$ cat config.mk
export PLATFORM = sky130hd
export DESIGN_NAME = strand_queue
export DESIGN_NICKNAME = d
export VERILOG_FILES = /design/src/hdl/issue_pkg.sv /design/src/hdl/strand_queue.sv
export VERILOG_INCLUDE_DIRS = /design/src /design/src/hdl
export SDC_FILE = /design/constraint.sdc
export NUM_CORES = 1
export LEC_CHECK = 0
export ABC_AREA = 1
export BUFFER_PORTS_ARGS = -buffer_cell sky130_fd_sc_hd__buf_2
export CORE_UTILIZATION = 35
export DETAILED_ROUTE_END_ITERATION = 8
export SYNTH_ARGS = -nofsm -noshare
export SYNTH_HDL_FRONTEND = slang
export SYNTH_SLANG_ARGS = --single-unit
$ cat constraint.sdc
create_clock -name clk -period 5.3 [get_ports clk]
set_input_delay 0.795 -clock clk [delete_from_list [all_inputs] [get_ports clk]]
set_output_delay 0.795 -clock clk [all_outputs]
set_load 0.02 [all_outputs]
$ cat src/hdl/issue_params.svh
/*
 * Sizes and encodings shared by the issue side of the core.
 * Include wherever a strand count, depth or the NOP word is needed.
 */

`ifndef ISSUE_PARAMS_SVH
`define ISSUE_PARAMS_SVH

// Strand count and the width of a strand number
`define STRANDS 4
`define STRAND_INDEX_WIDTH 2

// Entries in each per-strand queue
`define QUEUE_DEPTH 4

// Register stages in the multi-cycle execute pipeline
`define LONG_STAGES 3

// Issued when no strand is ready
`define NOP 32'h00000000

`endif
$ cat src/hdl/issue_pkg.sv
/*
 * Types shared between the strand queues, select stage and execute pipelines.
 * Referenced by scoped name from each module.
 */

`include "issue_params.svh"

package issue_pkg;

	// Program counter and instruction word
	typedef logic [31:0] word_t;

	// Strand number
	typedef logic [`STRAND_INDEX_WIDTH - 1:0] strand_idx_t;

	// One bit per strand, strand 0 in bit 0
	typedef logic [`STRANDS - 1:0] strand_mask_t;

	// One queued instruction, 65 bits
	typedef struct packed
	{
		word_t pc;
		word_t instruction;
		logic long_latency;
	} queue_entry_t;

endpackage

$ cat src/hdl/strand_queue.sv
/*
 * Instruction queue for one strand, written by fetch and read by the select stage.
 * Valid/ready on both sides; the write side stalls while the queue is full.
 */

`timescale 1ns/1ns

`include "issue_params.svh"

module strand_queue
	#(parameter DEPTH = `QUEUE_DEPTH)
	(input clk,
	input reset,

	// Fetch side
	input in_valid,
	input issue_pkg::word_t in_pc,
	input issue_pkg::word_t in_instruction,
	input in_long_latency,
	output logic in_ready,

	// Select stage side
	output logic out_valid,
	output issue_pkg::word_t out_pc,
	output issue_pkg::word_t out_instruction,
	output logic out_long_latency,
	input out_ready);

	localparam PTR_WIDTH = DEPTH > 1 ? $clog2(DEPTH) : 1;
	localparam COUNT_WIDTH = $clog2(DEPTH + 1);

	issue_pkg::queue_entry_t entries[DEPTH];
	issue_pkg::queue_entry_t head;
	logic [PTR_WIDTH - 1:0] wr_ptr;
	logic [PTR_WIDTH - 1:0] rd_ptr;
	logic [COUNT_WIDTH - 1:0] count;
	logic [COUNT_WIDTH - 1:0] count_next;
	logic push;
	logic pop;

	// Transfers on both sides
	assign push = in_valid && in_ready;
	assign pop = out_ready && out_valid;
	assign count_next = count + COUNT_WIDTH'(push) - COUNT_WIDTH'(pop);

	// Head of queue straight to the select stage
	assign head = entries[rd_ptr];
	assign out_valid = count != '0;
	assign out_pc = head.pc;
	assign out_instruction = head.instruction;
	assign out_long_latency = head.long_latency;

	// Storage, no reset needed
	always_ff @(posedge clk)
	begin
		if (push)
			entries[wr_ptr] <= '{pc: in_pc, instruction: in_instruction,
				long_latency: in_long_latency};
	end

	always_ff @(posedge clk, posedge reset)
	begin
		if (reset)
		begin
			wr_ptr <= '0;
			rd_ptr <= '0;
			count <= '0;
			// Held off during reset, opens the cycle after
			in_ready <= 1'b0;
		end
		else
		begin
			if (push)
				wr_ptr <= wr_ptr == PTR_WIDTH'(DEPTH - 1) ? '0 : wr_ptr + 1'b1;

			if (pop)
				rd_ptr <= rd_ptr == PTR_WIDTH'(DEPTH - 1) ? '0 : rd_ptr + 1'b1;

			count <= count_next;

			// Registered full flag
			in_ready <= count_next != COUNT_WIDTH'(DEPTH);
		end
	end
endmodule

======== Word-level counts from Yosys, hierarchy flattened ========
Memory sizes are Yosys's and may differ from the RTL's.
Index checks and enable logic that the tools add are counted.
storage, ports and cells
  bits in registers ....................... 8
  latch bits .............................. 0
  RAM bits ................................ 260
  ROM bits ................................ 0
  input bits .............................. 69
  output and inout bits ................... 67
  logic and storage cells ................. 19
  memories ................................ 1
memory list
  name     words  width  read ports  clocked after memory_dff  write ports  RTL line            text
  entries  4      65     1           0                         1            strand_queue.sv:32  issue_pkg::queue_entry_t entries[DEPTH];
operators by class
  $add $sub $neg .......................... 4
  multipliers ............................. 0
  divide/modulo/power cells ............... 0
  magnitude comparators ................... 0
  equality and inequality tests ........... 3
  shifts and indexed selects .............. 0
  multiplexer cells ....................... 4
  bitwise operators ....................... 0
  reductions and logical operators ........ 3
operators by type and width
  kind                   count
  $add A2 B1 Y2 const B  2
  $eq A2 B2 Y1 const B   2
  $mux W2                2
  $add A3 B1 Y3          1
  $ne A3 B3 Y1 const B   1
  $reduce_bool A3 Y1     1
  $sub A3 B1 Y3          1
  $logic_and A1 B1 Y1    2
  $mux W1                2

======== Logic depth before layout (Yosys ltp) ========
Gate-level depths: netlist of the first run.
  depth in word-level cells ............... 4
  gate-level depth with buffers ........... 14
  depth with buffers taken out ............ 14

======== Least setup slack after synthesis of the first run ========
OpenSTA, ideal clock, no wires.
  path kind ............................... input port to flip-flop
  start point ............................. input port in_valid
  end point ............................... memory entries[0][0] (netlist bit), enable pin
  library setup time ...................... 489 ps
  arrival time ............................ 3701 ps
  data required time ...................... 4811 ps
  path slack .............................. 1110 ps
  stages .................................. 2
  path buffers ............................ 0
  cells stage by stage .................... nand2_1 -> nor2_1
on the way
  cells in the longest elaborated chain, start to end .. 3
ends and longest elaborated chain
  element                        RTL line            text
  from (decl)                    strand_queue.sv:16  input in_valid,
  $logic_and A1 B1 Y1            strand_queue.sv:42  assign push = in_valid && in_ready;
  $mux W1                        strand_queue.sv:56  if (push)
  $mux W1 (implied by the code)  strand_queue.sv:57  entries[wr_ptr] <= '{pc: in_pc, instruction: in_instruction,
  to (decl)                      strand_queue.sv:32
Every way passes these cells.

======== Worst setup path in the final report of the first run ========
  start point ............................. register rd_ptr[0]
  end point ............................... output port out_instruction[31]
on the way
  cells in the longest elaborated chain, start to end .. 1
ends and longest elaborated chain
  element                 RTL line            text
  from (decl)             strand_queue.sv:35  logic [PTR_WIDTH - 1:0] rd_ptr;
  from (signal assigned)  strand_queue.sv:77  rd_ptr <= rd_ptr == PTR_WIDTH'(DEPTH - 1) ? '0 : rd_ptr + 1'b1;
  $mem_v2 Z4 W65          n/a
  to (decl)               strand_queue.sv:25  output issue_pkg::word_t out_instruction,
Every way passes these cells.

==> results list, run 1 <==
- Run status: finished, final reports clean
- Worst slack at placement: 2460 ps
- Post-route fraction of the period consumed by the critical path: 0.616
- Worst-skew pair later-pin latency: 530 ps
- The region available for standard cell placement spans 30000 um2.
* Drt via density: 4.52
- Counting the buffers created by CTS gives 28.
- Post-Synthesis Cell Area: 10800 um2
- Clock Sink Count: 268
* Number of DRC markers after the initial detailed-route iteration: 322
- CTS Hold Bufs: 0
- FF-to-FF path depth: 3
- The startpoint identified for the worst register-to-register timing path is in_ready.
- After detailed routing, no signal wire sits above met5.
- The share of synthesized area in the top cell type comes to 0.725.
- After synthesis, the share of flip-flops with an asynchronous set or reset is 0.0299.
- Highest cell delay on the worst timing path: 740 ps
* RSZ-0062 raised after global routing: no
* Synth Instances: 815
- Final antenna-violating net count: 0
- After layout, the minimum clock period comes to 3260 ps.
- Data arrival time of the worst path: 2470 ps
- Number of placed instances with taps included: 1304
- Peak VDD IR: 0.381 mV
- Entering global routing, the biggest net connects 141 pins.
- The worst setup path is launched from a flip-flop.
* Top FF cell, synth: sky130_fd_sc_hd__edfxtp_1
* Wire length of the first global-routing pass: 30400 um
* Synthesized netlist net count: 892
- Kind of cell adding the most delay to the critical path: buffers and inverters
- Number of buffer cells added on primary ports: 135
* Total number of vias: 6120
- CTS built an H-tree with a depth of 1.
* Detailed-routed wire length on met3: 1330 um
- The path class of the tightest hold or removal check is input port to async pin.
* Per-cell routed wire length: 14.3 um
- After filler insertion, the fill cell instance count of the layout stands at 2745.
- Count of TritonRoute iterations in the first routing pass: 4
* Area occupied by registers: 8020 um2
- Library cell used as clock root buffer: sky130_fd_sc_hd__clkbuf_16
* Final worst clock skew: 9.18 ps
- For this configuration, the core starts out at a cell density of 0.359.
- Main area contributors after synthesis: sky130_fd_sc_hd__edfxtp_1 73%, sky130_fd_sc_hd__inv_1 5.0%, sky130_fd_sc_hd__nand2_1 5.0%, sky130_fd_sc_hd__o211ai_1 3.8%, sky130_fd_sc_hd__a21oi_1 3.2%
* Number of global-route vias before repair: 5838
- Crit. End Element: output port
- Worst Tran Pin Value: 1010 ps
- The cell that appears most often on the critical path is sky130_fd_sc_hd__nand2_1.
- For this block, wires on met1 add up to 8680 um.
* Synth Register Bits: 268
* Number of hold violations in the final report: 0
- Power per Cell Area: 570 nW/um2
* Die Height: 177 um
- CP Class: flip-flop to output port
- The tool flagged a number of max-cap violations equal to 0.
- Post-CTS repair changed the size of 0 cells.
* Data required time at the worst endpoint: 4510 ps
- The die covers 31500 um2.
- Post-placement cell area: 11700 um2
- Highest net fanout along the worst path: 76
- Worst reg2reg endpoint: entries[3][19]
- After detailed routing, the met2 layer carries 9050 um of wire.
- Number of diodes added for antenna fixing: 0
- After clock tree synthesis, the clock-pin slew on the worst setup and hold paths is 60 ps.
- Design Area, Final: 12600 um2
* DRC Markers: 0
- Number of nets in the final layout: 1021
- Sequential area share after synthesis: 0.744
* Boundary pin count: 136
* Sum of negative setup slack: 0 ps
- Counting along the longest clock path gives a buffer depth of 3.
- Setup slack on the worst reg-to-reg path comes out at 3050 ps.
* Antenna violations before repair: 1
- For this design the static power due to leakage is 4.96 nW.
- The largest total area in the synthesized netlist belongs to sky130_fd_sc_hd__edfxtp_1.
- Number of setup violations in the final report: 0
* Setup Fix Bufs, Post-CTS: 0
- Proportion of layout cells with a drive suffix above 1: 0.200
- Cell with the most instances after synthesis: sky130_fd_sc_hd__edfxtp_1
- Routability-driven placement finished with a final weighted congestion of 0.681.
* Slack of the critical path: 2040 ps
- Signed area change from the synthesized netlist to the final layout: 16.9%
- Layout Cells excl Fill: 1354
- Based on the critical path, the design can be clocked at up to 0.306 GHz.
- The worst pin sits at a relative slew slack of 0.326.
* Average cell area after synthesis: 13.2 um2
* Final Max Tran Viols: 0
* Number of buffer and inverter instances along the worst setup path: 2
- Post-layout util: 0.420
- Walking the worst path, the cells encountered are buf_4, nand2_1, o211ai_1, nand2_1, buf_2.
- GRT Residual Overflow: 0
- Combined area of the multi-input logic cells: 1920 um2
- Rows: 63
- The die is 177 um wide.
- Yosys warnings: 0
* Number of enable-type register cells in the synthesized netlist: 260
- After legalization and detailed placement, the total HPWL measured 10900 um.
- In this run, distinct cell masters in the synthesized netlist total 18.
- After detailed routing, the total wire length is 19400 um.
- CTS tree: built
- Among all stages on the critical path, the largest delay is contributed by sky130_fd_sc_hd__dfrtp_4.
- Sorting the synthesized cells by how often they occur yields 260 x sky130_fd_sc_hd__edfxtp_1, 143 x sky130_fd_sc_hd__inv_1, 143 x sky130_fd_sc_hd__nand2_1.
- GRT Overall Usage: 0.123
==> worst max path at each step <==
| stage | startpoint | to | slack, ps | cells after the start |
|---|---|---|---|---|
| 6_report | rd_ptr[0] | out_instruction[31] | 2040 | 5 |
| 3_3_place_gp | in_valid | entries[3][15] | 2480 | 4 |
| 4_1_cts | rd_ptr[0] | out_pc[18] | 1990 | 5 |
| 2_1_floorplan | in_valid | entries[0][0] | 1110 | 2 |
| 3_5_place_dp | in_valid | entries[3][15] | 2460 | 4 |
| 5_1_grt | rd_ptr[0] | out_pc[16] | 1810 | 5 |
==> cells in the final DEF (no fill, tap or decap) <==
| cell type | n |
|---|---|
| sky130_fd_sc_hd__dfrtp_1 | 6 |
| sky130_fd_sc_hd__o211ai_2 | 10 |
| sky130_fd_sc_hd__a21oi_1 | 68 |
| sky130_fd_sc_hd__clkbuf_16 | 29 |
| sky130_fd_sc_hd__bufinv_16 | 2 |
| sky130_fd_sc_hd__o21ai_0 | 25 |
| sky130_fd_sc_hd__edfxtp_1 | 260 |
| sky130_fd_sc_hd__clkinvlp_4 | 1 |
| sky130_fd_sc_hd__inv_1 | 143 |
| sky130_fd_sc_hd__buf_4 | 6 |
| sky130_fd_sc_hd__o21ai_1 | 40 |
| sky130_fd_sc_hd__buf_2 | 135 |
| sky130_fd_sc_hd__buf_12 | 2 |
| sky130_fd_sc_hd__nor2_1 | 4 |
| sky130_fd_sc_hd__o211ai_1 | 55 |
| sky130_fd_sc_hd__nand3_1 | 3 |
| sky130_fd_sc_hd__nor2_4 | 4 |
| sky130_fd_sc_hd__fa_1 | 1 |
| sky130_fd_sc_hd__ha_1 | 7 |
| sky130_fd_sc_hd__clkinv_2 | 2 |
| sky130_fd_sc_hd__clkbuf_1 | 6 |
| sky130_fd_sc_hd__clkinv_1 | 10 |
| sky130_fd_sc_hd__nand2_1 | 143 |
| sky130_fd_sc_hd__dfrtp_4 | 2 |
==> layer usage <==
layer	vias up	global-route usage
met5	-	0
met4	2	0.0324
met3	28	0.0293
met2	144	0.206
met1	2871	0.160
li1	3075	-
==> cells by family (layout without fill, tap and decap cells) <==
family,Yosys count,after routing,synth area share
buffers and inverters,187,336,0.0801
adder cells (fa/ha/maj),8,8,0.0100
flip-flops,268,268,0.744
AND/OR/NAND/NOR,154,154,0.0541
AO/OA/AOI/OAI,198,198,0.112
==> report_power, final <==
group          total (mW)  switching, mW  internal (mW)  leakage [nW]
clock                1.83          0.748           1.09         0.416
combinational        2.35           1.62          0.728          2.08
sequential           2.99          0.220           2.77          2.47
total                7.17           2.59           4.59          4.96
==> sequential cells by signal, summed over array words and instances (netlist names) <==
name,cells
entries,260
wr_ptr,2
rd_ptr,2
count,3
in_ready,1
==> stage by stage <==
step / hold slack (ps) / power, mW
after floorplan: 482 / 4.79
after CTS: 188 / 7.31
after detailed placement: 532 / 5.44
after global routing: 199 / 7.65
final: 208 / 7.17
after global placement: 515 / 5.41
==> layout make-up <==
| type | count | share of cell area |
|---|---|---|
| Multi-Input combinational cell | 360 | 0.153 |
| Inverter | 143 | 0.0426 |
| Clock buffer | 35 | 0.0594 |
| Sequential cell | 268 | 0.637 |
| Tap cell | 390 | 0.0388 |
| Timing Repair Buffer | 143 | 0.0604 |
| Clock inverter | 15 | 0.00915 |
Power figures use the tool's default switching activity.
==> run 2, diff against run 1 <==
clock period = 3.22 ns   (was 5.3 ns; I/O delays follow)
==> results list, run 2 (synthesis results as in run 1) <==
* GPL Wtd Cong: 0.697
* Power per Cell Area: 932 nW/um2
- The library cells used most frequently in the layout, excluding fill and tap cells, are 260 x sky130_fd_sc_hd__edfxtp_1, 143 x sky130_fd_sc_hd__inv_1, 143 x sky130_fd_sc_hd__nand2_1.
- R2R Setup Slk: 1110 ps
* Worst Hold Endpoint: entries[2][44]
- CP Class: flip-flop to output port
- Global routing finished with a remaining overflow of 0.
* Worst path cell trace: buf_12, a21oi_1, o21ai_1, nand2_1, buf_2
* Data arrival time of the worst path: 2070 ps
- Signed area change from the synthesized netlist to the final layout: 17.3%
- The flow ran to the end, and the final reports show no timing, DRC or antenna violations.
- Design Area, Final: 12600 um2
* Number of setup violations in the final report: 0
- Clock Sink Count: 268
* HPWL after detailed placement: 11300 um
* Leakage: 4.98 nW
- Fillcell total: 2795
- Final WL: 19200 um
- Once placement finished, the instance area stood at 11800 um2.
- Number of hold violations in the final report: 0
- CTS tree: built
- Largest register FFs: 260
- The first global-routing pass estimated 30300 um of wire.
- The number of pins with negative max-slew slack in the final report is 0.
- The register with the most flip-flops in the final layout is entries.
* Number of buffer cells added on primary ports: 135
- After detailed routing, the average wire length per cell comes to 14.1 um.
- CTS HTree Levels: 1
- Worst hold margin: 160 ps
* Antenna violations before repair: 0
- Total number of vias: 6220
- Initial core utilization: 0.359
* TritonCTS Buffers: 29
* Total Die Area: 31500 um2
* Proportion of layout cells with a drive suffix above 1: 0.204
* Crit path max-delay cell type: sky130_fd_sc_hd__dfrtp_4
* Die Height: 177 um
- Number of buffer and inverter instances along the worst setup path: 2
- After layout, the minimum clock period comes to 2550 ps.
- Beginning of the worst register-to-register path: in_ready
- For the final routed database, the setup TNS stands at 0 ps.
* Post-route fraction of the period consumed by the critical path: 0.792
* Largest registers ranked by flip-flop count: entries (260), count (3)
* Rows: 63
- Area of the placeable core: 30000 um2
- Highest Clock Rate: 0.392 GHz
- For the worst setup path, the data required time is 2740 ps.
- The endpoint identified for the worst register-to-register timing path is in_ready.
* Crit. End Element: output port
- Library cell used as clock root buffer: sky130_fd_sc_hd__clkbuf_16
* GRT Overall Usage: 0.123
- Across the VDD grid, the largest voltage drop is 0.738 mV.
* Maximum number of pins on one net before global-route repair: 137
- For this run, design rule violations remaining after detail routing come to 0.
* RSZ-0062 raised after global routing: no
- Headroom to the max-slew limit: 0.621
- The repair_antennas step left the layout with diodes totalling 0.
- Number of max-cap violations: 0
- Combined area of the multi-input logic cells: 1920 um2
* Count of TritonRoute iterations in the first routing pass: 4
- Total power for the finished layout comes to 11.8 mW.
- Number of global-route vias before repair: 5988
- Number of nets in the final layout: 1028
* Number of DRC markers after the initial detailed-route iteration: 225
* Final worst clock skew: 22.4 ps
- Highest cell delay on the worst timing path: 700 ps
- Worst-skew pair later-pin latency: 530 ps
* Post-cts sizing count: 0
* Cells on Worst Hold Path: 1
- The sequential cells in the finished layout cover a total of 8020 um2.
- The worst setup path is launched from a flip-flop.
- The startpoint identified for the worst hold timing path is in_pc[11].
- Once detail routing completed, the nets flagged for antenna violations numbered 0.
* Kind of cell adding the most delay to the critical path: flip-flops
- From left edge to right edge, the die measures 177 um.
- The longest clock path from root to sink contains 3 buffers.
- The min-delay analysis places its worst path in the category input port to flip-flop.
- Pin placement for this block handled 136 I/O pins.
- After clock tree synthesis, the clock-pin slew on the worst setup and hold paths is 60 ps.
* Worst Tran Pin Value: 569 ps
- In this run the worst path has a maximum fanout of 66.
- Counting cells, the worst reg-to-reg path comes to 11.
- Drt via density: 4.57
- Leading cell type in the layout, fill and taps excluded: sky130_fd_sc_hd__edfxtp_1
-- run 2: timing repair --
item / CTS / global route
buffers inserted: 0 / 0
hold buffers: 1 / 0
endpoints found under the hold margin: 8 / 0
-- run 2: per-stage QoR --
stage	utilization	setup WS, ps	cells
2_1_floorplan	-	-662	815
3_3_place_gp	0.393	904	1309
3_5_place_dp	0.393	867	1309
4_1_cts	0.421	631	1360
5_1_grt	0.421	519	1360
6_report	0.421	670	1360
-- run 2: worst max-delay path by stage --
| stage | from | end | slack [ps] | cells past startpoint |
|---|---|---|---|---|
| 4_1_cts | rd_ptr[1] | out_instruction[19] | 630 | 4 |
| 5_1_grt | rd_ptr[1] | out_instruction[14] | 520 | 5 |
| 2_1_floorplan | in_ready | entries[0][0] | -660 | 2 |
| 3_5_place_dp | in_valid | in_ready | 870 | 12 |
| 6_report | rd_ptr[1] | out_instruction[22] | 670 | 5 |
| 3_3_place_gp | in_valid | in_ready | 900 | 12 |
-- run 2: cell type report --
type / count / area share
multi-input combinational: 360 / 0.152
clock buffer: 37 / 0.0599
inverter: 143 / 0.0425
sequential: 268 / 0.635
tap: 390 / 0.0387
timing repair buffer: 149 / 0.0650
clock inverter: 13 / 0.00674
-- run 2: routing by layer --
layer	vias up	wire length [um]	track usage
li1	3094	-	-
met1	2976	8270	0.149
met2	117	9250	0.214
met3	33	1170	0.0328
met4	0	487	0.0331
met5	-	0	0
-- run 2: power by group --
| part | switching (mW) | internal [mW] | total (mW) |
|---|---|---|---|
| combinational | 2.82 | 1.24 | 4.05 |
| sequential | 0.214 | 4.56 | 4.78 |
| clock | 1.22 | 1.71 | 2.93 |
| total | 4.25 | 7.51 | 11.8 |
