## src/hdl/issue_params.svh

```systemverilog
/*
 * Sizes and encodings shared by the issue side of the core.
 * Include wherever a strand count, depth or the NOP word is needed.
 */

`ifndef ISSUE_PARAMS_SVH
`define ISSUE_PARAMS_SVH

// Strand count and the width of a strand number
`define STRANDS 4
`define STRAND_INDEX_WIDTH 2

// Entries in each per-strand queue
`define QUEUE_DEPTH 4

// Register stages in the multi-cycle execute pipeline
`define LONG_STAGES 3

// Issued when no strand is ready
`define NOP 32'h00000000

`endif
```

## src/hdl/issue_pkg.sv

```systemverilog
/*
 * Types shared between the strand queues, select stage and execute pipelines.
 * Referenced by scoped name from each module.
 */

`include "issue_params.svh"

package issue_pkg;

	// Program counter and instruction word
	typedef logic [31:0] word_t;

	// Strand number
	typedef logic [`STRAND_INDEX_WIDTH - 1:0] strand_idx_t;

	// One bit per strand, strand 0 in bit 0
	typedef logic [`STRANDS - 1:0] strand_mask_t;

	// One queued instruction, 65 bits
	typedef struct packed
	{
		word_t pc;
		word_t instruction;
		logic long_latency;
	} queue_entry_t;

endpackage

```

## src/hdl/execute_pipelines.sv

```systemverilog
/*
 * Single-stage and multi-stage execute pipelines feeding one writeback port.
 * Instructions pass through unchanged; a long one leaving raises its strand's resume.
 */

`timescale 1ns/1ns

`include "issue_params.svh"

module execute_pipelines(
	input clk,
	input reset,

	// From select stage
	input ss_valid,
	input issue_pkg::strand_idx_t ss_strand,
	input issue_pkg::word_t ss_pc,
	input issue_pkg::word_t ss_instruction,
	input ss_long_latency,

	// Writeback port
	output logic wb_valid,
	output issue_pkg::strand_idx_t wb_strand,
	output issue_pkg::word_t wb_pc,
	output issue_pkg::word_t wb_instruction,
	output logic wb_long_latency,

	// Back to select stage
	output issue_pkg::strand_mask_t resume_strand);

	localparam LAST = `LONG_STAGES - 1;

	issue_pkg::queue_entry_t ss_entry;

	// Short pipeline, one stage
	logic short_valid;
	issue_pkg::strand_idx_t short_strand;
	issue_pkg::queue_entry_t short_entry;

	// Long pipeline
	logic [`LONG_STAGES - 1:0] long_valid;
	issue_pkg::strand_idx_t long_strand[`LONG_STAGES];
	issue_pkg::queue_entry_t long_entry[`LONG_STAGES];

	logic long_done;
	issue_pkg::queue_entry_t wb_entry;

	assign ss_entry = '{pc: ss_pc, instruction: ss_instruction,
		long_latency: ss_long_latency};

	// Valid bits
	always_ff @(posedge clk, posedge reset)
	begin
		if (reset)
		begin
			short_valid <= 1'b0;
			long_valid <= '0;
		end
		else
		begin
			short_valid <= ss_valid && !ss_long_latency;
			long_valid <= {long_valid[LAST - 1:0], ss_valid && ss_long_latency};
		end
	end

	// Payload moves along with its valid bit
	always_ff @(posedge clk)
	begin
		short_strand <= ss_strand;
		short_entry <= ss_entry;
		long_strand[0] <= ss_strand;
		long_entry[0] <= ss_entry;
		for (int i = 1; i < `LONG_STAGES; i++)
		begin
			long_strand[i] <= long_strand[i - 1];
			long_entry[i] <= long_entry[i - 1];
		end
	end

	// Merge; select stage guarantees both ends are never valid together
	assign long_done = long_valid[LAST];
	assign wb_valid = long_done || short_valid;
	assign wb_entry = long_done ? long_entry[LAST] : short_entry;
	assign wb_strand = long_done ? long_strand[LAST] : short_strand;
	assign wb_pc = wb_entry.pc;
	assign wb_instruction = wb_entry.instruction;
	assign wb_long_latency = wb_entry.long_latency;

	// Wake the strand whose long instruction is leaving
	assign resume_strand = long_done
		? issue_pkg::strand_mask_t'(1) << long_strand[LAST]
		: issue_pkg::strand_mask_t'(0);
endmodule

```

## config.mk

```make
export PLATFORM = sky130hd
export DESIGN_NAME = execute_pipelines
export DESIGN_NICKNAME = d
export VERILOG_FILES = /design/src/hdl/issue_pkg.sv /design/src/hdl/execute_pipelines.sv
export VERILOG_INCLUDE_DIRS = /design/src /design/src/hdl
export SDC_FILE = /design/constraint.sdc
export NUM_CORES = 1
export LEC_CHECK = 0
export BUFFER_PORTS_ARGS = -buffer_cell sky130_fd_sc_hd__clkbuf_2
export CORE_UTILIZATION = 30
export DETAILED_ROUTE_END_ITERATION = 8
export PLACE_DENSITY = 0.57
export SLEW_MARGIN = 0
export SYNTH_ARGS = -nofsm -noshare
export SYNTH_HDL_FRONTEND = slang
export SYNTH_SLANG_ARGS = --single-unit
```

## constraint.sdc

```tcl
create_clock -name clk -period 2.2 [get_ports clk]
set_clock_uncertainty 0.1 [all_clocks]
set_input_delay 0.55 -clock clk [delete_from_list [all_inputs] [get_ports clk]]
set_output_delay 0.55 -clock clk [all_outputs]
set_load 0.01 [all_outputs]
```

Yosys cells after proc, flatten, opt, wreduce, memory -nomap -nowiden

Memory sizes are Yosys's and may differ from the RTL's.
Cells that the tools add are included.

Mux-type cells: 3
Reductions and logical operators: 4
Shift-type cells: 1

Operators by type and width:

| kind                                            | count |
|---|---|
| 2-to-1 mux 65 bit                               | 1 |
| 2-to-1 mux 4 bit                                | 1 |
| << shifter 1 x 2 -> 4 bit, first input constant | 1 |
| logical AND 1 bit                               | 2 |
| 2-to-1 mux 2 bit                                | 1 |
| zero test 1 bit                                 | 1 |
| logical OR 1 bit                                | 1 |

Flip-flop bits (word level): 71
Input bits: 70
Logic and storage cells: 16
Output and inout port bits: 72
Memories kept: 2
Memory bits (writable): 201

Memories:

| name        | depth | bits a word | read ports | clocked after memory_dff | wr ports | RTL line                | RTL |
|---|---|---|---|---|---|---|---|
| long_entry  | 3     | 65          | 3          | 0                        | 3        | execute_pipelines.sv:43 | `` issue_pkg::queue_entry_t long_entry[`LONG_STAGES]; `` |
| long_strand | 3     | 2           | 3          | 0                        | 3        | execute_pipelines.sv:42 | `` issue_pkg::strand_idx_t long_strand[`LONG_STAGES]; `` |

Logic depth before layout (Yosys ltp)

Gate-level depths: netlist of run 1.

Word-level depth: 2
Gate-level depth with buffers: 3
Mapped depth without buffers: 1

Worst setup path after synthesis of run 1

No wires, ideal clock.

Path kind: reg2out
From: register long_valid[2]
To: output resume_strand[0]
Path slack: 0.566 ns
Arrival: 0.984 ns
Cell stages (with the launch flop): 4
Buffers on the path: 2
Data required time: 1.550 ns
Path through: dfrtp_1 buf_6 buf_6 nor3b_1

Cells in the longest elaborated chain, start to end: 1

Ends and longest elaborated chain:

| element                | RTL line                | RTL |
|---|---|---|
| from (decl)            | execute_pipelines.sv:41 | `` logic [`LONG_STAGES - 1:0] long_valid; `` |
| from (signal assigned) | execute_pipelines.sv:62 | `long_valid <= {long_valid[LAST - 1:0], ss_valid && ss_long_latency};` |
| 2-to-1 mux 4 bit       | execute_pipelines.sv:91 | `? issue_pkg::strand_mask_t'(1) << long_strand[LAST]` |
| to (decl)              | execute_pipelines.sv:29 | `output issue_pkg::strand_mask_t resume_strand);` |

No other way between the ends.

Worst setup path after layout of run 1

From: register long_valid[2]
To: output wb_pc[13]

Cells in the longest elaborated chain, start to end: 1

Ends and longest elaborated chain:

| element           | RTL line                | RTL |
|---|---|---|
| 2-to-1 mux 65 bit | execute_pipelines.sv:83 | `assign wb_entry = long_done ? long_entry[LAST] : short_entry;` |
| to (decl)         | execute_pipelines.sv:24 | `output issue_pkg::word_t wb_pc,` |

No other way between the ends.

==> results of run 1 <==
power breakdown:
| group | internal, mW | switching (mW) | total, mW |
|---|---|---|---|
| clock | 1.94 | 1.27 | 3.21 |
| combinational | 0.332 | 0.186 | 0.518 |
| sequential | 3.92 | 0.0693 | 3.99 |
worst max-delay path, delay by kind of cell (launching register included):
kind                   cells  cell delay, ps
DFF                        1             520
buffers and inverters      3             430
muxes                      1             300
state kept, by name, indices dropped and copies added (netlist names):
signal and flops:
long_entry 133, long_strand 5, long_valid 3, short_entry 62
short_strand 1, short_valid 1
area by class of cell:
type,instances,area share
flip-flops and latches,205,0.573
repair buffers,157,0.154
multi-input cells,74,0.146
clock buffers,32,0.0870
well taps,225,0.0391
clock inverters,1,0.000695
inverters,1,0.000521
stage by stage:
stage,instance area [sq um],instances
5_1_grt,7200,695
3_3_place_gp,6230,651
4_1_cts,6990,691
2_1_floorplan,5320,288
3_5_place_dp,6230,651
6_report,7200,695
metal layers:
layer	GRT usage	vias to the layer above
met2	0.149	103
met1	0.115	1213
met4	0.0362	0
met3	0.0333	21
met5	0	-
li1	-	1285
Yosys cell counts:
cell / count / area share
buf_6: 2 / 0.0042
dfxtp_1: 201 / 0.76
and2_1: 1 / 0.0012
mux2_2: 2 / 0.0042
and3_1: 1 / 0.0012
nor2b_1: 1 / 0.0012
mux2_4: 65 / 0.18
or2_2: 1 / 0.0012
inv_1: 1 / 0.00071
buf_12: 6 / 0.023
and3b_1: 2 / 0.0033
dfrtp_1: 4 / 0.019
nor3b_1: 1 / 0.0014
timing repair:
item	in CTS	in global routing
setup buffers	6	3
resized for setup	8	56
pin swaps	2	0
gates cloned	1	2
endpoints found under the setup margin	68	72
endpoints found under the hold margin	4	0
hold buffers	1	0
worst paths after layout:
kind	start	end	slack, ps	cells past startpoint
setup / recovery	long_valid[2]	wb_pc[13]	-190	4
hold / removal	ss_pc[30]	short_entry[63]	70	1
setup reg to reg	long_valid[1]	long_valid[2]	1610	0
hold reg to reg	long_entry[0][68]	long_entry[0][133]	220	0
max in group asynchronous	reset	long_valid[2]	1430	3
min in group asynchronous	reset	long_valid[1]	390	3
cell families (layout without fill, tap and decap cells):
| group | count (synthesis) | in the layout | synth area share |
|---|---|---|---|
| flip-flops | 205 | 205 | 0.775 |
| buffers and inverters | 9 | 191 | 0.0275 |
| AND/OR/NAND/NOR | 7 | 7 | 0.00941 |
| multiplexers | 67 | 67 | 0.188 |
==> impl_metrics.py, run 1 <==
metrics = {
    "run_status": {
        "outcome": "finished with violations",
        "failed_checks": "negative setup slack",
    },
    "synth": {
        "netlist_instances": 288,
        "synth_seq_area_share": 0.775,
        "synth_area_per_cell_sq_um": 18.5,
        "yosysWarnings": 0,
        "ys_ff_latch": 205,
        "synth_fp_nets": 358,
        "syn_area_sq_um": 5320,
        "ys_types": 13,
    },
    "sta": {
        "holdWs_ps": 70.0,
        "worst_slack_ps": -189,
        "slew_viol_final": 0,
        "max_slew_margin": 0.873,
        "min_period_ps": 2390,
        "setup_violations": 68,
        "fin_crit_sh": 1.09,
        "tightest_slew_ps": 190,
        "fmax_ghz": 0.419,
        "setup_tns_ps": -9240,
        "hold_violations": 0,
        "rsz0062_at_grt": "yes",
    },
    "floorplan": {
        "die-height_um": 135,
        "fp-row-count": 48,
        "core_area_sq_um": 17300,
        "die_w_um": 135,
        "die-area_sq_um": 18300,
        "start_util": 0.308,
        "boundaryPins": 142,
    },
    "clock_tree": {
        "cts_tree": "done",
        "cts_buffer_depth": 3,
        "cts.sinks": 205,
        "root_buffer": "clkbuf_16",
        "clk_latency_ps": 470,
        "clk_pin_slew_ps": 60,
        "numCtsBuffers": 21,
        "htreeDepth": 1,
    },
    "power": {
        "p_per_area_nw_per_um2": 1070,
        "ir_drop_mv": 0.558,
        "leakagePower_nw": 3.34,
        "power.total_mw": 7.71,
    },
    "detailed_routing": {
        "ant_nets": 0,
        "viasPerCell": 3.77,
        "drc_errors": 0,
        "dr.pass1.iters": 2,
        "routed_wl_um": 8720,
        "top_layer": "met4",
        "routed-wl-met3_um": 683,
        "wl_met1_um": 3750,
        "drtIter0Drc": 49,
        "wl_per_cell_um": 12.6,
        "vias": 2622,
        "dr_wl_met2_um": 4060,
    },
    "placement": {
        "pre_cts_ws_ps": 285,
        "port_buffers": 141,
        "gp_congestion": 0.704,
        "dp_hpwl_um": 5480,
    },
    "cells_and_area": {
        "final_cell_mix": "201 x dfxtp_1, 114 x clkbuf_2, 65 x mux2_4, 30 x buf_6, 23 x clkbuf_16",
        "final_common_cell": "dfxtp_1",
        "fillers": 1575,
        "fin_nets": 530,
        "regArea_sq_um": 4130,
        "final_layout_size_suffix_gt1_frac": 0.540,
        "area_delta_synth_final_pct": 35.5,
        "multi_input_area_sq_um": 1050,
        "antennaDiodeCount": 0,
        "utilization": 0.417,
    },
    "worst_setup_path": {
        "path_class": "reg2out",
        "cp.arrival_ps": 1740,
        "cp_slowest_cell": "dfrtp_4",
        "worstPathRequired_ps": 1550,
        "critPathCaptureType": "output pin",
        "critPathMaxFanout": 7,
        "crit_path_frequent_cell": "buf_6",
        "cp_cell_sequence": "buf_6 > clkbuf_16 > mux2_4 > buf_6",
        "cp-start-kind": "flip-flop",
        "cp_slowest_stage_delay_ps": 520,
    },
    "global_routing": {
        "antenna_found_initial": 0,
        "grt_pass1_wl_um": 13500,
        "gr-usage-all-layers": 0.0935,
        "gr-total-overflow": 0,
        "first_global_vias": 2707,
        "grt_max_degree": 26,
    },
    "job": {
        "cap_violations": 0,
    },
    "worst_hold_path": {
        "hold_class": "in2reg",
    },
}
Power figures use the tool's default switching activity.
==> run 2, diff against run 1 <==
- CORE_UTILIZATION: 30 -> 54
- MAX_ROUTING_LAYER: not set -> met4
- PLACE_DENSITY: 0.57 -> 0.89
==> run 2 against run 1 <==
Compared with the run above:
- the run still ends with negative setup slack left
- final area down 3.4%
- non-clock buffer count down 2
- combinational power down 5.4%
- die area down 44%
- sequential power about the same
- highest routed layer unchanged
- largest cell class unchanged
- clock power up 2%
- global-route usage up 8.5 points
- maximum frequency down 0.68%
- first-iteration DRC count down 49%
==> impl_metrics.py, run 2 (synthesized netlist as in run 1, its figures left out) <==
metrics = {
    "sta": {
        "tightest_slew_ps": 280,
        "fmax_ghz": 0.416,
        "worst_slack_ps": -205,
        "hold_violations": 0,
        "slew_viol_final": 0,
        "min_period_ps": 2410,
        "fin_crit_sh": 1.09,
        "rsz0062_at_grt": "yes",
        "holdWs_ps": 37.6,
        "max_slew_margin": 0.814,
        "setup_violations": 69,
    },
    "worst_setup_path": {
        "cp-start-kind": "flip-flop",
        "r2r-start": "long_valid[1]",
        "worstRegToRegCells": 0,
        "rrSetupSlack_ps": 1630,
        "setup.worst_path.start": "long_valid[2]",
        "path_class": "reg2out",
        "worstPathRequired_ps": 1550,
        "cp-endpoint": "wb_pc[25]",
        "critPathMaxFanout": 5,
        "timing.rr.end": "long_valid[2]",
        "cp.arrival_ps": 1760,
        "critPathCaptureType": "output pin",
    },
    "global_routing": {
        "first_global_vias": 2762,
        "grt_pass1_wl_um": 13500,
        "gr-total-overflow": 0,
        "antenna_found_initial": 0,
        "gr-usage-all-layers": 0.179,
        "grt_max_degree": 25,
    },
    "placement": {
        "port_buffers": 141,
        "dp_hpwl_um": 5750,
        "placed_cells": 556,
        "gp_congestion": 0.713,
    },
    "clock_tree": {
        "cts_buffer_depth": 3,
        "clk_pin_slew_ps": 60,
        "cts.sinks": 205,
        "root_buffer": "clkbuf_8",
        "numCtsBuffers": 19,
        "cts_tree": "done",
        "htreeDepth": 1,
        "clk_latency_ps": 510,
    },
    "worst_hold_path": {
        "hold_class": "in2reg",
        "worstHoldStart": "ss_instruction[8]",
        "hold_path_depth": 1,
    },
    "detailed_routing": {
        "routed_wl_um": 9090,
        "drc_errors": 0,
        "wl_per_cell_um": 15.2,
        "viasPerCell": 4.43,
        "ant_nets": 0,
        "dr.pass1.iters": 4,
        "vias": 2645,
        "drtIter0Drc": 25,
    },
    "floorplan": {
        "core_area_sq_um": 9370,
        "boundaryPins": 142,
        "start_util": 0.568,
        "die-area_sq_um": 10300,
        "fp-row-count": 35,
        "die_w_um": 101,
        "die-height_um": 101,
    },
    "power": {
        "leakagePower_nw": 3.30,
        "ir_drop_mv": 0.846,
        "p_per_area_nw_per_um2": 1120,
    },
    "cells_and_area": {
        "final_cells": 597,
        "regMostFlops": "long_entry",
        "largest_reg_flops": 133,
        "antennaDiodeCount": 0,
        "final_cell_mix": "201 x dfxtp_1, 127 x clkbuf_2, 65 x mux2_4, 18 x clkbuf_16, 17 x buf_6",
        "largestRegisters": "long_entry: 133 flops, short_entry: 62 flops, long_strand: 5 flops",
        "area_delta_synth_final_pct": 30.8,
        "fin_nets": 526,
        "final_layout_size_suffix_gt1_frac": 0.543,
        "final_common_cell": "dfxtp_1",
    },
    "job": {
        "cap_violations": 0,
    },
    "run_status": {
        "outcome": "finished with violations",
        "failed_checks": "negative setup slack",
    },
}
run 2: metrics by stage:
step / power [mW] / area, sq um / setup WS [ps] / TNS [ps] / utilization
3_3_place_gp: 4.49 / 6120 / 293 / 0 / 0.653
5_1_grt: 8.04 / 6960 / -259 / -15580 / 0.743
3_5_place_dp: 4.51 / 6120 / 263 / 0 / 0.653
4_1_cts: 7.81 / 6840 / -238 / -13520 / 0.730
2_1_floorplan: 4.32 / 5320 / 566 / 0 / -
6_report: 7.77 / 6960 / -205 / -11100 / 0.743
run 2: worst min-delay path by stage:
stage | end | slack (ps)
2_1_floorplan | long_entry[0][130] | 210
3_3_place_gp | long_entry[0][154] | 210
3_5_place_dp | long_entry[0][170] | 210
4_1_cts | long_entry[0][32] | 20
5_1_grt | short_entry[9] | 9
6_report | short_entry[9] | 40
run 2: critical path, stage by stage (launching register included):
cell and delay [ps]:
dfrtp_4 510, buf_8 160, buf_4 160, mux2_2 300, clkbuf_2 140
run 2: where the power goes:
part / total, mW / switching (mW) / leakage (nW) / internal, mW
Clock: 3.29 / 1.24 / 0.321 / 2.05
Sequential: 3.99 / 0.0749 / 1.75 / 3.92
Combinational: 0.490 / 0.189 / 1.24 / 0.302
run 2: area by class of cell:
class                   count  area (sq um)
multi-input cells          74          1060
clock inverters             5           100
inverters                   1          3.75
fillers                   577          2410
well taps                 129           161
repair buffers            155           963
flip-flops and latches    205          4130
clock buffers              28           547
run 2: metal layers:
| metal | vias to the layer above | track usage | wire length [um] |
|---|---|---|---|
| li1 | 1280 | - | - |
| met1 | 1240 | 0.198 | 3750 |
| met2 | 108 | 0.317 | 4640 |
| met3 | 17 | 0.0435 | 519 |
| met4 | 0 | 0.0546 | 190 |
| met5 | - | - | 0 |
run 2: timing repair:
action                                  4_1_cts  5_1_grt
buffers inserted                              6        0
cloned                                        0        2
gates resized for setup                       4       34
endpoints found under the setup margin       69       71
hold buffers                                  1        0
hold endpoints to repair                      4        0
==> run 3, diff against run 2 <==
- PLACE_DENSITY: 0.89 -> 0.82
==> run 3 against run 2 <==
Compared with the run above:
- the run still ends with negative setup slack left
- cell count fell by 1.7%
- core utilization fell by 3.0 points
- count of clock-buffer cells in the layout did not move
- via count fell by 3.7%
- combinational power fell by 10%
- maximum frequency rose by 2.5%
- sequential share of layout area rose by 2.5 points
- first-iteration DRC count rose by 20%
==> impl_metrics.py, run 3 (synthesized netlist as in run 1, its figures left out) <==
metrics = {
    "worst_setup_path": {
        "critPathCaptureType": "output pin",
        "rrSetupSlack_ps": 1630,
        "worstPathRequired_ps": 1550,
        "critPathMaxFanout": 20,
        "worstRegToRegCells": 0,
        "cp.arrival_ps": 1700,
        "path_class": "reg2out",
        "r2r-start": "long_valid[1]",
        "timing.rr.end": "long_valid[2]",
        "cp-start-kind": "flip-flop",
    },
    "cells_and_area": {
        "final_cells": 587,
        "fillers": 661,
        "final_common_cell": "dfxtp_1",
        "largest_reg_flops": 133,
        "largestRegisters": "long_entry: 133 flops, short_entry: 62 flops, long_strand: 5 flops",
        "final_cell_mix": "201 x dfxtp_1, 139 x clkbuf_2, 67 x mux2_4, 16 x clkbuf_16, 8 x clkbuf_1",
        "antennaDiodeCount": 0,
        "regMostFlops": "long_entry",
        "final_layout_size_suffix_gt1_frac": 0.522,
        "fin_nets": 518,
        "area_delta_synth_final_pct": 25.6,
    },
    "sta": {
        "worst_slack_ps": -146,
        "min_period_ps": 2350,
        "holdWs_ps": 44.4,
        "fin_crit_sh": 1.07,
        "slew_viol_final": 0,
        "hold_violations": 0,
        "tightest_slew_ps": 176,
        "fmax_ghz": 0.426,
        "max_slew_margin": 0.883,
        "setup_violations": 67,
        "rsz0062_at_grt": "yes",
    },
    "worst_hold_path": {
        "hold_end": "short_entry[19]",
        "hold_class": "in2reg",
        "hold_path_depth": 1,
        "worstHoldStart": "ss_instruction[18]",
    },
    "power": {
        "leakagePower_nw": 3.17,
        "power.total_mw": 7.24,
        "p_per_area_nw_per_um2": 1080,
        "ir_drop_mv": 0.727,
    },
    "clock_tree": {
        "cts_buffer_depth": 3,
        "clk_pin_slew_ps": 60,
        "clk_latency_ps": 500,
        "htreeDepth": 1,
        "cts_tree": "done",
        "root_buffer": "clkbuf_8",
        "numCtsBuffers": 19,
        "cts.sinks": 205,
    },
    "placement": {
        "pre_cts_ws_ps": 288,
        "dp_hpwl_um": 5470,
        "port_buffers": 141,
        "gp_congestion": 0.701,
        "placed_cells": 554,
    },
    "floorplan": {
        "die_w_um": 101,
        "die-area_sq_um": 10300,
        "boundaryPins": 142,
        "core_area_sq_um": 9370,
        "die-height_um": 101,
        "start_util": 0.568,
        "fp-row-count": 35,
    },
    "global_routing": {
        "grt_pass1_wl_um": 12700,
        "use_met1": 0.185,
        "busiest_layer": "met2",
        "use_met3": 0.0476,
        "gr-total-overflow": 0,
        "grt_max_degree": 21,
        "first_global_vias": 2677,
        "gr-usage-all-layers": 0.165,
        "grt_use_met2": 0.287,
        "antenna_found_initial": 0,
    },
    "run_status": {
        "failed_checks": "negative setup slack",
        "outcome": "finished with violations",
    },
    "detailed_routing": {
        "routed_wl_um": 8020,
        "wl_per_cell_um": 13.7,
        "drtIter0Drc": 30,
        "dr.pass1.iters": 3,
        "ant_nets": 0,
        "drc_errors": 0,
        "viasPerCell": 4.34,
        "vias": 2547,
    },
    "job": {
        "cap_violations": 0,
    },
}
-- run 3: cell types whose count changed in the layout (fill, tap and decap cells not counted), sizes merged --
cell	change
buf	-18
clkbuf	+10
bufinv	-2
-- run 3: how the worst max path moves through the flow --
stage	from	end	slack, ps	cells past startpoint
floorplan	long_valid[2]	resume_strand[0]	570	3
global placement	long_valid[2]	wb_pc[25]	300	3
detailed placement	long_valid[2]	wb_pc[11]	290	3
CTS	long_valid[2]	wb_instruction[17]	-180	3
global route	long_valid[2]	wb_instruction[7]	-200	3
finish	long_valid[2]	wb_instruction[23]	-150	3
-- run 3: layer usage --
layer | vias to the layer above | share of wire
met4 | 0 | 0.015
met5 | - | 0
met2 | 99 | 0.51
met3 | 14 | 0.065
li1 | 1261 | -
met1 | 1173 | 0.41
-- run 3: power breakdown --
group	internal, mW	switching (mW)	total (mW)	leakage (nW)
clock network	1.61	1.19	2.81	0.257
registers	3.92	0.0727	3.99	1.75
logic	0.270	0.171	0.441	1.17
total	5.80	1.44	7.24	3.17
-- run 3: metrics by stage --
step	instance area (sq um)	utilization	TNS, ps
2_1_floorplan	5320	-	0
3_3_place_gp	6110	0.652	0
3_5_place_dp	6110	0.652	0
4_1_cts	6670	0.712	-10760
5_1_grt	6680	0.713	-12750
6_report	6680	0.713	-8620
-- run 3: critical path, stage by stage (launching register included) --
cell and delay [ps]:
dfrtp_4 550, buf_12 200, mux2_4 310, clkbuf_2 130
-- run 3: final cells by class --
| class | instances | area [sq um] | share of cell area |
|---|---|---|---|
| Inverter | 1 | 3.75 | 0.000562 |
| Clock buffer | 28 | 485 | 0.0726 |
| Multi-Input combinational cell | 74 | 1060 | 0.159 |
| Clock inverter | 3 | 40.0 | 0.00599 |
| Sequential cell | 205 | 4130 | 0.618 |
| Tap cell | 129 | 161 | 0.0242 |
| Timing Repair Buffer | 147 | 801 | 0.120 |
-- run 3: repair_timing --
| item | CTS | global route |
|---|---|---|
| setup buffers | 1 | 0 |
| setup endpoints to repair | 72 | 72 |
| resized for setup | 4 | 5 |
| hold buffers | 1 | 0 |
| hold endpoints to repair | 4 | 0 |
| pin swaps | 2 | 0 |
